<file path="config.mk">
export PLATFORM = sky130hd
export DESIGN_NAME = ifu_top
export DESIGN_NICKNAME = d
export VERILOG_FILES = /design/src/hdl/ifu_pkg.sv /design/src/hdl/ifu_fetch_ctl.sv /design/src/hdl/ifu_fetch_buf.sv /design/src/hdl/ifu_aligner.sv /design/src/hdl/ifu_top.sv
export VERILOG_INCLUDE_DIRS = /design/src /design/src/hdl
export SDC_FILE = /design/constraint.sdc
export NUM_CORES = 1
export LEC_CHECK = 0
export ABC_AREA = 1
export BUFFER_PORTS_ARGS = -buffer_cell sky130_fd_sc_hd__clkbuf_2
export CORE_MARGIN = 2
export CORE_UTILIZATION = 50
export CTS_BUF_LIST = sky130_fd_sc_hd__clkbuf_8
export CTS_CLUSTER_DIAMETER = 30
export DETAILED_ROUTE_END_ITERATION = 7
export GPL_TIMING_DRIVEN = 0
export MAX_ROUTING_LAYER = met4
export PLACE_DENSITY_LB_ADDON = 0.25
export SYNTH_ARGS = -nofsm -noshare
export SYNTH_HDL_FRONTEND = slang
export SYNTH_SLANG_ARGS = --single-unit
export TNS_END_PERCENT = 30
</file>
<file path="constraint.sdc">
create_clock -name clk -period 6.2 [get_ports clk]
set_input_delay 0.31 -clock clk [delete_from_list [all_inputs] [get_ports clk]]
set_output_delay 0.31 -clock clk [all_outputs]
set_load 0.01 [all_outputs]
</file>
<file path="src/hdl/ifu_defines.svh">
//**********************************************************************
// reset pc, fetch buffer depth and fetch path widths
//**********************************************************************
`ifndef IFU_DEFINES_SVH
`define IFU_DEFINES_SVH

// first fetch pc out of reset
`define IFU_RESET_PC   32'h0000_0100

// fetch buffer entries, also the credit count after reset or flush
`define IFU_FB_DEPTH   4

`define IFU_BLK_W      64     // one fetch block per memory beat
`define IFU_PARCELS    4      // halfword parcels in a block
`define IFU_PC_W       32     // byte address width

`endif

</file>
<file path="src/hdl/ifu_pkg.sv">
//**********************************************************************
// fetch path types: fetch block, decode packet, fetch and length enums
//**********************************************************************
`include "ifu_defines.svh"

package ifu_pkg;

   localparam int PIDX_W = $clog2(`IFU_PARCELS);     // parcel index width

   // one returned memory block as held in the fetch buffer
   typedef struct packed {
      logic [`IFU_PC_W-1:0]   pc;      // block aligned address
      logic [`IFU_BLK_W-1:0]  data;    // parcel 0 in the low halfword
      logic                   err;     // bus error on this block
      logic [PIDX_W-1:0]      start;   // first valid parcel, nonzero after redirect
   } fetch_blk_t;

   // one instruction handed to decode
   typedef struct packed {
      logic [`IFU_PC_W-1:0]   pc;
      logic [31:0]            instr;   // upper half zero when compressed
      logic                   pc4;     // 32-bit instruction
      logic                   fault;   // access fault on any part
   } instr_pkt_t;

   typedef logic [`IFU_PARCELS-1:0][15:0] parcels_t;   // block seen as halfwords

   typedef enum logic {
      FETCH_RUN,                       // issuing sequential requests
      FETCH_HALT                       // parked until a redirecting flush
   } fetch_state_e;

   typedef enum logic {
      LEN_16,
      LEN_32
   } instr_len_e;

   // rvc rule, low bits 11 mean a full 32-bit encoding
   function automatic instr_len_e decode_len(input logic [15:0] parcel);
      return (parcel[1:0] == 2'b11) ? LEN_32 : LEN_16;
   endfunction

endpackage

</file>
<file path="src/hdl/ifu_fetch_ctl.sv">
//**********************************************************************
// fetch controller: block requests under credit control, flush
// redirect and halt, response filter building fetch blocks
//**********************************************************************
`timescale 1ns/1ps
`include "ifu_defines.svh"

module ifu_fetch_ctl (
   input  logic                     clk,
   input  logic                     rst_n_i,
   input  logic                     flush_i,            // flush from the pipe
   input  logic [`IFU_PC_W-1:0]     flush_pc_i,         // restart pc, halfword aligned
   input  logic                     flush_noredir_i,    // stop fetching, no restart
   input  logic                     credit_i,           // one buffer entry freed
   input  logic                     mem_rsp_valid_i,
   input  logic [`IFU_BLK_W-1:0]    mem_rsp_data_i,
   input  logic                     mem_rsp_err_i,
   output logic                     mem_req_o,
   output logic [`IFU_PC_W-1:0]     mem_addr_o,         // block aligned
   output logic                     blk_push_o,
   output ifu_pkg::fetch_blk_t      blk_o
);
   import ifu_pkg::*;

   localparam int CRD_W = $clog2(`IFU_FB_DEPTH + 1);
   localparam int OFS_W = $clog2(`IFU_BLK_W / 8);      // byte offset bits in a block
   localparam int BLK_BYTES = `IFU_BLK_W / 8;
   localparam logic [`IFU_PC_W-1:0] RESET_PC = `IFU_RESET_PC;
   localparam logic [CRD_W-1:0] FULL_CRD = CRD_W'(`IFU_FB_DEPTH);

   fetch_state_e           state_q;
   logic [`IFU_PC_W-1:0]   pc_q;           // next sequential block address
   logic [PIDX_W-1:0]      start_q;        // start parcel of that block
   logic [CRD_W-1:0]       credits_q;      // free buffer entries not yet claimed
   logic                   req_q;          // request on the bus this cycle
   logic [`IFU_PC_W-1:0]   req_addr_q;
   logic [PIDX_W-1:0]      req_start_q;
   logic                   rsp_pend_q;     // response for last cycle's request due now
   logic [`IFU_PC_W-1:0]   rsp_pc_q;       // pc of the in-flight request
   logic [PIDX_W-1:0]      rsp_start_q;
   logic                   issue;
   logic [`IFU_PC_W-1:0]   flush_blk;

   assign issue     = (state_q == FETCH_RUN) && (credits_q != '0) && !flush_i;
   assign flush_blk = {flush_pc_i[`IFU_PC_W-1:OFS_W], {OFS_W{1'b0}}};

   //**********************************************************************
   // fetch state, next pc and credits
   //**********************************************************************
   always_ff @(posedge clk or negedge rst_n_i) begin
      if (!rst_n_i) begin
         state_q    <= FETCH_RUN;
         pc_q       <= {RESET_PC[`IFU_PC_W-1:OFS_W], {OFS_W{1'b0}}};
         start_q    <= RESET_PC[OFS_W-1:1];
         credits_q  <= FULL_CRD;
         req_q      <= 1'b0;
         rsp_pend_q <= 1'b0;
      end else if (flush_i) begin
         // buffer empties this cycle, the redirect request takes one credit
         credits_q  <= FULL_CRD - CRD_W'(!flush_noredir_i);
         start_q    <= '0;
         rsp_pend_q <= 1'b0;                          // drop the response landing next
         if (flush_noredir_i) begin
            state_q <= FETCH_HALT;
            req_q   <= 1'b0;
         end else begin
            state_q <= FETCH_RUN;
            req_q   <= 1'b1;                          // flush block goes out next cycle
            pc_q    <= flush_blk + BLK_BYTES;
         end
      end else begin
         req_q      <= issue;
         rsp_pend_q <= req_q;
         credits_q  <= credits_q - CRD_W'(issue) + CRD_W'(credit_i);
         if (issue) begin
            pc_q    <= pc_q + BLK_BYTES;
            start_q <= '0;                            // later blocks start at parcel 0
         end
      end
   end

   // request and in-flight payload
   always_ff @(posedge clk) begin
      if (flush_i && !flush_noredir_i) begin
         req_addr_q  <= flush_blk;
         req_start_q <= flush_pc_i[OFS_W-1:1];        // parcel holding the target
      end else if (issue) begin
         req_addr_q  <= pc_q;
         req_start_q <= start_q;
      end
      rsp_pc_q    <= req_addr_q;                      // fixed one cycle latency
      rsp_start_q <= req_start_q;
   end

   assign mem_req_o  = req_q;
   assign mem_addr_o = req_addr_q;

   //**********************************************************************
   // response to fetch block
   //**********************************************************************
   assign blk_push_o = mem_rsp_valid_i && rsp_pend_q && !flush_i;

   always_comb begin
      blk_o.pc    = rsp_pc_q;
      blk_o.data  = mem_rsp_data_i;
      blk_o.err   = mem_rsp_err_i;                    // marks every parcel of the block
      blk_o.start = rsp_start_q;
   end

endmodule

</file>
<file path="src/hdl/ifu_fetch_buf.sv">
//**********************************************************************
// fetch buffer: circular FIFO of fetch blocks with credit return
//**********************************************************************
`timescale 1ns/1ps
`include "ifu_defines.svh"

module ifu_fetch_buf (
   input  logic                  clk,
   input  logic                  rst_n_i,
   input  logic                  flush_i,         // empties the buffer
   input  logic                  blk_push_i,
   input  ifu_pkg::fetch_blk_t   blk_i,
   input  logic                  pop_i,           // aligner done with head
   output ifu_pkg::fetch_blk_t   head_o,
   output logic                  head_valid_o,
   output logic                  credit_o         // one pulse per released entry
);
   import ifu_pkg::*;

   localparam int PTR_W = $clog2(`IFU_FB_DEPTH);

   fetch_blk_t       mem_q [`IFU_FB_DEPTH];      // block storage
   logic [PTR_W:0]   wr_ptr_q;                   // extra msb tells full from empty
   logic [PTR_W:0]   rd_ptr_q;
   logic             push;
   logic             pop;

   // credits bound the occupancy, so a push never meets a full buffer
   assign push = blk_push_i && !flush_i;
   assign pop  = pop_i && head_valid_o && !flush_i;

   //**********************************************************************
   // pointers
   //**********************************************************************
   always_ff @(posedge clk or negedge rst_n_i) begin
      if (!rst_n_i) begin
         wr_ptr_q <= '0;
         rd_ptr_q <= '0;
      end else if (flush_i) begin
         wr_ptr_q <= '0;                         // drop everything held
         rd_ptr_q <= '0;
      end else begin
         if (push)
            wr_ptr_q <= wr_ptr_q + 1'b1;
         if (pop)
            rd_ptr_q <= rd_ptr_q + 1'b1;
      end
   end

   // storage write, visible at the head one cycle later
   always_ff @(posedge clk) begin
      if (push)
         mem_q[wr_ptr_q[PTR_W-1:0]] <= blk_i;
   end

   //**********************************************************************
   // head and credit
   //**********************************************************************
   assign head_valid_o = (wr_ptr_q != rd_ptr_q);
   assign head_o       = mem_q[rd_ptr_q[PTR_W-1:0]];
   assign credit_o     = pop;                    // none while flushing

endmodule

</file>
<file path="src/hdl/ifu_aligner.sv">
//**********************************************************************
// aligner: parcel extraction, 16/32-bit length decode, straddle carry
// and decode valid/ready handshake
//**********************************************************************
`timescale 1ns/1ps
`include "ifu_defines.svh"

module ifu_aligner (
   input  logic                  clk,
   input  logic                  rst_n_i,
   input  logic                  flush_i,          // drop partial state
   input  ifu_pkg::fetch_blk_t   head_i,           // oldest buffered block
   input  logic                  head_valid_i,
   input  logic                  dec_ready_i,      // decode can take one
   output logic                  pop_o,            // head block fully used
   output ifu_pkg::instr_pkt_t   instr_o,
   output logic                  instr_valid_o
);
   import ifu_pkg::*;

   localparam logic [PIDX_W-1:0] LAST = PIDX_W'(`IFU_PARCELS - 1);

   logic [PIDX_W-1:0]      idx_q;             // next parcel in the head block
   logic                   mid_q;             // head partly consumed, idx_q in use
   logic                   carry_vld_q;       // first half of a straddler held
   logic [15:0]            carry_parcel_q;
   logic [`IFU_PC_W-1:0]   carry_pc_q;
   logic                   carry_err_q;

   parcels_t               parcels;
   logic [PIDX_W-1:0]      cur_idx;
   logic [15:0]            cur_parcel;
   logic [15:0]            nxt_parcel;
   instr_len_e             cur_len;
   logic [`IFU_PC_W-1:0]   cur_pc;
   logic [PIDX_W-1:0]      nxt_idx;           // parcel after this instruction
   logic                   straddle;
   logic                   last_used;
   logic                   take;

   //**********************************************************************
   // parcel select and length decode
   //**********************************************************************
   assign parcels    = head_i.data;
   assign cur_idx    = mid_q ? idx_q : head_i.start;          // fresh block starts at start
   assign cur_parcel = parcels[cur_idx];
   assign nxt_parcel = parcels[cur_idx + PIDX_W'(1)];
   assign cur_len    = decode_len(cur_parcel);
   assign cur_pc     = {head_i.pc[`IFU_PC_W-1:PIDX_W+1], cur_idx, 1'b0};

   // 32-bit opcode in the last parcel, upper half in the next block
   assign straddle = head_valid_i && !carry_vld_q && (cur_len == LEN_32) && (cur_idx == LAST);

   //**********************************************************************
   // instruction build
   //**********************************************************************
   always_comb begin
      if (carry_vld_q) begin
         instr_o.pc    = carry_pc_q;                  // pc of the first half
         instr_o.instr = {parcels[0], carry_parcel_q};
         instr_o.pc4   = 1'b1;
         instr_o.fault = carry_err_q | head_i.err;    // fault from either block
         nxt_idx       = PIDX_W'(1);
      end else if (cur_len == LEN_32) begin
         instr_o.pc    = cur_pc;
         instr_o.instr = {nxt_parcel, cur_parcel};
         instr_o.pc4   = 1'b1;
         instr_o.fault = head_i.err;
         nxt_idx       = cur_idx + PIDX_W'(2);
      end else begin
         instr_o.pc    = cur_pc;
         instr_o.instr = {16'h0000, cur_parcel};     // compressed
         instr_o.pc4   = 1'b0;
         instr_o.fault = head_i.err;
         nxt_idx       = cur_idx + PIDX_W'(1);
      end
   end

   // index wraps to zero exactly when the instruction ends on the last parcel
   assign last_used = (nxt_idx == '0);

   assign instr_valid_o = head_valid_i && !straddle && !flush_i;
   assign take          = instr_valid_o && dec_ready_i;
   assign pop_o         = (take && last_used) || (straddle && !flush_i);

   //**********************************************************************
   // parcel index and carry state
   //**********************************************************************
   always_ff @(posedge clk or negedge rst_n_i) begin
      if (!rst_n_i) begin
         idx_q       <= '0;
         mid_q       <= 1'b0;
         carry_vld_q <= 1'b0;
      end else if (flush_i) begin
         mid_q       <= 1'b0;                       // next head starts fresh
         carry_vld_q <= 1'b0;
      end else if (straddle) begin
         mid_q       <= 1'b0;                       // block popped, wait for the next
         carry_vld_q <= 1'b1;
      end else if (take) begin
         carry_vld_q <= 1'b0;
         mid_q       <= !last_used;
         idx_q       <= nxt_idx;
      end
   end

   // lower half of a straddling instruction
   always_ff @(posedge clk) begin
      if (straddle) begin
         carry_parcel_q <= cur_parcel;
         carry_pc_q     <= cur_pc;
         carry_err_q    <= head_i.err;
      end
   end

endmodule

</file>
<file path="src/hdl/ifu_top.sv">
//**********************************************************************
// instruction fetch unit top: fetch controller, fetch buffer, aligner
//**********************************************************************
`timescale 1ns/1ps
`include "ifu_defines.svh"

module ifu_top (
   input  logic                     clk,
   input  logic                     rst_n_i,
   input  logic                     flush_i,
   input  logic [`IFU_PC_W-1:0]     flush_pc_i,
   input  logic                     flush_noredir_i,
   output logic                     mem_req_o,          // memory port
   output logic [`IFU_PC_W-1:0]     mem_addr_o,
   input  logic                     mem_rsp_valid_i,
   input  logic [`IFU_BLK_W-1:0]    mem_rsp_data_i,
   input  logic                     mem_rsp_err_i,
   input  logic                     dec_ready_i,        // decode side
   output ifu_pkg::instr_pkt_t      instr_o,
   output logic                     instr_valid_o
);
   import ifu_pkg::*;

   fetch_blk_t   fetch_blk;        // response block into the buffer
   logic         blk_push;
   fetch_blk_t   head_blk;         // buffer head to aligner
   logic         head_valid;
   logic         pop;
   logic         credit;           // freed entry back to fetch

   ifu_fetch_ctl ifc (
      .clk             (clk),
      .rst_n_i         (rst_n_i),
      .flush_i         (flush_i),
      .flush_pc_i      (flush_pc_i),
      .flush_noredir_i (flush_noredir_i),
      .credit_i        (credit),
      .mem_rsp_valid_i (mem_rsp_valid_i),
      .mem_rsp_data_i  (mem_rsp_data_i),
      .mem_rsp_err_i   (mem_rsp_err_i),
      .mem_req_o       (mem_req_o),
      .mem_addr_o      (mem_addr_o),
      .blk_push_o      (blk_push),
      .blk_o           (fetch_blk)
   );

   ifu_fetch_buf fb (
      .clk          (clk),
      .rst_n_i      (rst_n_i),
      .flush_i      (flush_i),
      .blk_push_i   (blk_push),
      .blk_i        (fetch_blk),
      .pop_i        (pop),
      .head_o       (head_blk),
      .head_valid_o (head_valid),
      .credit_o     (credit)
   );

   ifu_aligner aln (
      .clk           (clk),
      .rst_n_i       (rst_n_i),
      .flush_i       (flush_i),
      .head_i        (head_blk),
      .head_valid_i  (head_valid),
      .dec_ready_i   (dec_ready_i),
      .pop_o         (pop),
      .instr_o       (instr_o),
      .instr_valid_o (instr_valid_o)
   );

endmodule

</file>
=== Word level (Yosys, flattened, before mapping) ===
Memories as Yosys holds them, arrays and structs flattened.
Cells that the tools add are included.
W data, S select, Z words.

* Output and inout port bits: 100
* Memories: 1
* Bits of input ports: 103
* Memory bits (writable): 396
* Register bits after elaboration: 166
* Logic and storage cells: 106

* Reduce and logical (&&, ||, !) cells: 31
* Bitwise gates (word level): 4
* Magnitude comparators: 2
* $add $sub $neg: 9
* Mux-type cells: 36
* Equal/unequal tests: 4

{| class="wikitable"
|+ Memories
! name !! words !! width !! rd ports !! clocked after Yosys merged registers in !! wr ports !! line !! RTL
|-
| fb.mem_q || 4 || 99 || 1 || 0 || 1 || ifu_fetch_buf.sv:22 || <nowiki>fetch_blk_t mem_q [`IFU_FB_DEPTH];</nowiki>
|}

{| class="wikitable"
|+ Operators with widths
! kind !! number
|-
| $mux W32 || 5
|-
| $mux W66 || 1
|-
| $add A32 B4 Y32 const B || 2
|-
| $bmux W16 S2 || 2
|-
| $mux W34 || 1
|-
| $mux W16 || 2
|-
| $logic_and A1 B1 Y1 || 16
|-
| $mux W3 || 5
|-
| $mux W2 || 7
|-
| $mux W1 || 13
|-
| $reduce_bool A2 Y1 || 4
|-
| $add A3 B1 Y3 const B || 2
|-
| $lt A2 B3 Y1 const B || 2
|-
| $reduce_bool A3 Y1 || 2
|-
| $logic_not A1 Y1 || 5
|-
| $eq A2 B2 Y1 const B || 2
|-
| $add A3 B1 Y3 || 1
|-
| $ne A3 B3 Y1 || 1
|-
| $not A1 Y1 || 3
|-
| $reduce_and A3 Y1 || 1
|-
| $sub A3 B1 Y3 || 1
|-
| $sub A3 B1 Y3 const A || 1
|-
| $add A2 B1 Y2 const B || 1
|-
| $add A2 B2 Y2 const B || 1
|-
| other kinds (5) || 5
|}

=== Depth between registers and ports, before layout ===
An unclocked memory read counts as a cell.

* Depth after elaboration: 18
* Depth in mapped cells: 22
* Mapped depth without buffers: 21

=== By module ===
Synthesis repeated with hierarchy kept, for this count alone.

* Cells, all modules: 2118
* Area, all modules: 23660.2 um^2

{| class="wikitable"
|+ Modules (own cells, without submodules)
! module !! instances !! area each (um^2) !! sequential area each (um^2) !! cells an instance
|-
| ifu_fetch_buf || 1 || 15014.4 || 12041.5 || 1011
|-
| ifu_fetch_ctl || 1 || 5139.9 || 2429.8 || 640
|-
| ifu_aligner || 1 || 3505.9 || 1541.5 || 467
|}

=== Worst setup path before layout ===
No wires, ideal clock.

* Path type: in2reg
* Start: input flush_i
* End: memory fb.mem_q[0][0] (netlist bit) (enable)
* Data required time: 5.648 ns
* Setup slack: 0.510 ns
* Setup time: 0.552 ns
* Cell stages on the path: 5
* Data arrival time: 5.138 ns
* Buffers on the path: 2
* Path through: inv_1 clkbuf_1 clkbuf_1 nand3_1 nor2_1

* Cells in the longest elaborated chain, start to end: 5

{| class="wikitable"
|+ Ends and longest elaborated chain
! element !! line !! RTL
|-
| start, declared || ifu_top.sv:10 || <nowiki>input logic flush_i,</nowiki>
|-
| $logic_not A1 Y1 (*) || ifu_fetch_ctl.sv:101, ifu_fetch_buf.sv:29 ||
|-
| $logic_and A1 B1 Y1 || ifu_fetch_ctl.sv:101 || <nowiki>assign blk_push_o = mem_rsp_valid_i && rsp_pend_q && !flush_i;</nowiki>
|-
| $logic_and A1 B1 Y1 (*) || ifu_fetch_buf.sv:29 || <nowiki>assign push = blk_push_i && !flush_i;</nowiki>
|-
| $mux W1 (*) || ifu_fetch_buf.sv:52 || <nowiki>if (push)</nowiki>
|-
| $mux W1 (implied by the code) (*) || ifu_fetch_buf.sv:53 || <nowiki>mem_q[wr_ptr_q[PTR_W-1:0]] <= blk_i;</nowiki>
|-
| end, declared || ifu_fetch_buf.sv:22 ||
|}

Every way passes the cells marked *; elsewhere a longest branch is shown, timed or not.

==> impl_metrics.csv <==
group,metric,value,unit
final_layout,final_nets,2452,
clock_network,htreeDepth,3,
logic_synthesis,yosys-top-cells-area,"edfxtp_1 62%, nand2_1 8.1%, dfrtp_1 4.8%",
drt,firstDrtPassIters,5,
setup_path,critical_path_class,"register to output pin",
floorplan,chipWidth,216,microns
clock_network,cts_buffer_depth,3,
logic_synthesis,ys_warn_count,0,
drt,drt-initial-drc-count,1570,
pwr,p_leak,10.8,nW
clock_network,worstSkewPairLatency,0.68,ns
final_layout,multiInputGateArea,5920,sq um
logic_synthesis,synthArstFlopShare,8.35,%
run,cap_violations,0,
logic_synthesis,synth_common_cells,"484 x nand2_1, 463 x edfxtp_1, 201 x o21ai_0, 147 x nor2_1, 76 x inv_1",
sta,grt_setup_unrepaired,"false",
placement,placed_cell_area,24500,sq um
drt,ant_nets,0,
floorplan,die-area,46500,sq um
sta,max_freq,0.211,GHz
pwr,vdd_drop_max,0.229,mV
logic_synthesis,synth.yosys.seq_area_share,69.9,%
logic_synthesis,yosysMostFrequentCell,"nand2_1",
drt,dr_wl_met3,4.97,mm
clock_network,cts_tree,"done",
logic_synthesis,syn_area,22400,sq um
clock_network,cts-root-buf,"clkbuf_8",
setup_path,crit_arrival,4.43,ns
floorplan,initial_core_util,50.6,%
global_route,antenna_found_initial,4,
setup_path,crit_path_start_kind,"register",
pwr,p_per_area,328,nW/um^2
placement,portBuffers,197,
sta,fin_worst_skew,0.0213,ns
sta,slew_headroom,33.4,%
final_layout,layout-drive-gt1-share,20.5,%
placement,pre_cts_slack,1.74,ns
logic_synthesis,synth_top_area_cell,"edfxtp_1",
drt,via_per_inst,5.47,
final_layout,final_area,27700,sq um
floorplan,die_h,216,microns
clock_network,ctsResizeCount,0,
sta,fin_crit_sh,76.5,%
clock_network,cts_buffers,103,
sta,setup_viol_count_final,0,
hold_path,min_path_type,"input port to async pin",
logic_synthesis,synth_top_area_share,62.1,%
global_route,grt_usage,27.2,%
final_layout,area_growth,23.9,%
floorplan,io_pins,203,
outcome,status,"complete, no violations",
drt,wire_per_inst,20.5,microns
clock_network,cts_sinks,539,
final_layout,nFillCells,3466,
global_route,grt_pass1_vias,16100,
clock_network,path_clk_slew,0.06,ns
logic_synthesis,synth.ff_latch_count,539,
global_route,grt_overflow_total,0,
drt,routed_wl,61.9,mm
sta,period_minus_slack,4.74,ns
logic_synthesis,synth_edf_count,463,
setup_path,cp_max_fo,11,
global_route,grt_pass1_wl,93.1,mm
placement,gp_congestion,0.932,
logic_synthesis,synth_cell_type_count,53,
logic_synthesis,syn_avg_cell_area,11.7,sq um
drt,num_vias,16500,
sta,maxSlewViolCount,0,
logic_synthesis,synthCells,1921,
drt,drc,0,
placement,hpwl,41.9,mm
floorplan,core-area,44200,sq um
drt,route.met2.wl,30.0,mm
drt,wl_met1,24.7,mm
floorplan,rows,77,
drt,routed.top_layer,"met4",
global_route,grt_max_degree,46,
logic_synthesis,synthFlopType,"edfxtp_1",
sta,hold_viol,0,
sta,worst_slack,1.46,ns
final_layout,regArea,15700,sq um
clock_network,cts_setup_buffers,0,
setup_path,required,5.89,ns
sta,worst_slew_pin_slew,0.996,ns
setup_path,cp-end-kind,"output pin",
[sequential cells by signal, summed over array words and instances, names as in the netlist, 2 cells and up]
name	flops
ifc.rsp_start_q	2
ifc.req_start_q	2
ifc.rsp_pc_q	29
ifc.mem_addr_o	29
aln.carry_parcel_q	16
fb.rd_ptr_q	3
aln.carry_pc_q	31
fb.mem_q	384
ifc.credits_q	3
aln.idx_q	2
fb.wr_ptr_q	3
ifc.pc_q	29
[cell families (layout without fill, tap and decap cells)]
kind of cell,count (synthesis),count (layout),share of synthesized area [%]
AOI/OAI and AO/OA,397,397,10.8
xor gates and xnor gates,26,26,1.02
adders and majority gates,10,10,0.592
buffers and inverters,195,698,3.83
DFF,539,539,69.9
muxes,1,1,0.0447
other,1,8,0.0167
and+or+nand+nor,752,752,13.8
[power by group]
part	leakage, nW	internal, mW	total [mW]	switching [mW]
registers	5.02	4.14	4.23	0.0919
logic	4.61	0.382	1.13	0.753
clock network	1.22	2.17	3.74	1.57
[repair_timing]
item,in CTS,in global routing
endpoints found under the setup margin,0,0
hold buffers,97,0
hold endpoints to repair,334,0
[cell usage in the layout (no fill, tap or decap), drive strengths merged, types with 13 or more instances in the layout]
master | synthesis | routed
a21oi | 45 | 45
nand3 | 69 | 69
nor2 | 155 | 155
dfxtp | 31 | 31
xor2 | 13 | 13
edfxtp | 463 | 463
dlygate4sd3 | 0 | 97
xnor2 | 13 | 13
o21ai | 221 | 221
inv | 81 | 105
a221oi | 14 | 14
a32o | 27 | 27
o22ai | 51 | 51
clkinv | 0 | 34
dfrtp | 43 | 43
buf | 64 | 81
clkbuf | 50 | 359
nand2 | 498 | 498
[metrics by stage]
| step | cells | total power [mW] | util, % | setup TNS [ns] | hold WS, ns |
|---|---|---|---|---|---|
| after CTS | 3018 | 9.12 | 62.7 | 0 | 0.0113 |
| after global routing | 3023 | 9.42 | 62.7 | 0 | 0.0451 |
| after detailed placement | 2728 | 5.37 | 55.4 | 0 | 0.329 |
| after global placement | 2713 | 5.34 | 54.6 | -1346.80 | 0.328 |
| final | 3023 | 9.10 | 62.7 | 0 | 0.0518 |
| after floorplan | 1924 | 4.91 | - | 0 | 0.0144 |
[final timing paths]
path	start	slack, ns	cells after the start	endpoint
max	fb.rd_ptr_q[1]$_DFFE_PN0P_	1.46	14	instr_o[22]
min	rst_n_i	0.05	2	ifc.pc_q[11]$_DFFE_PN0P_
max reg2reg	fb.rd_ptr_q[1]$_DFFE_PN0P_	1.64	22	ifc.credits_q[2]$_DFF_PN1_
min reg2reg	ifc.req_start_q[1]$_SDFFCE_PN0P_	0.34	0	ifc.rsp_start_q[1]$_DFF_P_
max in group asynchronous	rst_n_i	5.56	3	ifc.credits_q[2]$_DFF_PN1_
min in group clk	dec_ready_i	0.06	3	aln.idx_q[0]$_DFFE_PN0P_
[critical path: stages, from the launching register on]
cell and delay, ns:
dfrtp_1 0.38, buf_2 0.17, inv_1 0.21, nand3_1 0.15, nand3_2 0.13, nand2_2 0.14, inv_1 0.13, buf_2 0.27
buf_2 0.31, ha_1 0.29, inv_1 0.19, clkbuf_1 0.45, nand2_1 0.11, a221oi_1 0.59, clkbuf_2 0.24
[per-layer routing]
layer  global-route usage, %  vias to the layer above
met4                    10.5                        0
met1                    34.3                     8010
met5                       -                        -
met2                    43.5                      712
met3                    5.58                      139
li1                        -                     7681
[cell type report]
type | instances | share of cell area, %
flip-flops and latches | 539 | 56.4
multi-input cells | 1190 | 21.4
repair buffers | 310 | 8.29
clock buffers | 113 | 5.61
well taps | 592 | 2.67
clock inverters | 80 | 2.55
plain buffers | 114 | 1.99
inverters | 81 | 1.10
diodes | 4 | 0.0361
Note: power is estimated with default switching activity, not from simulation.
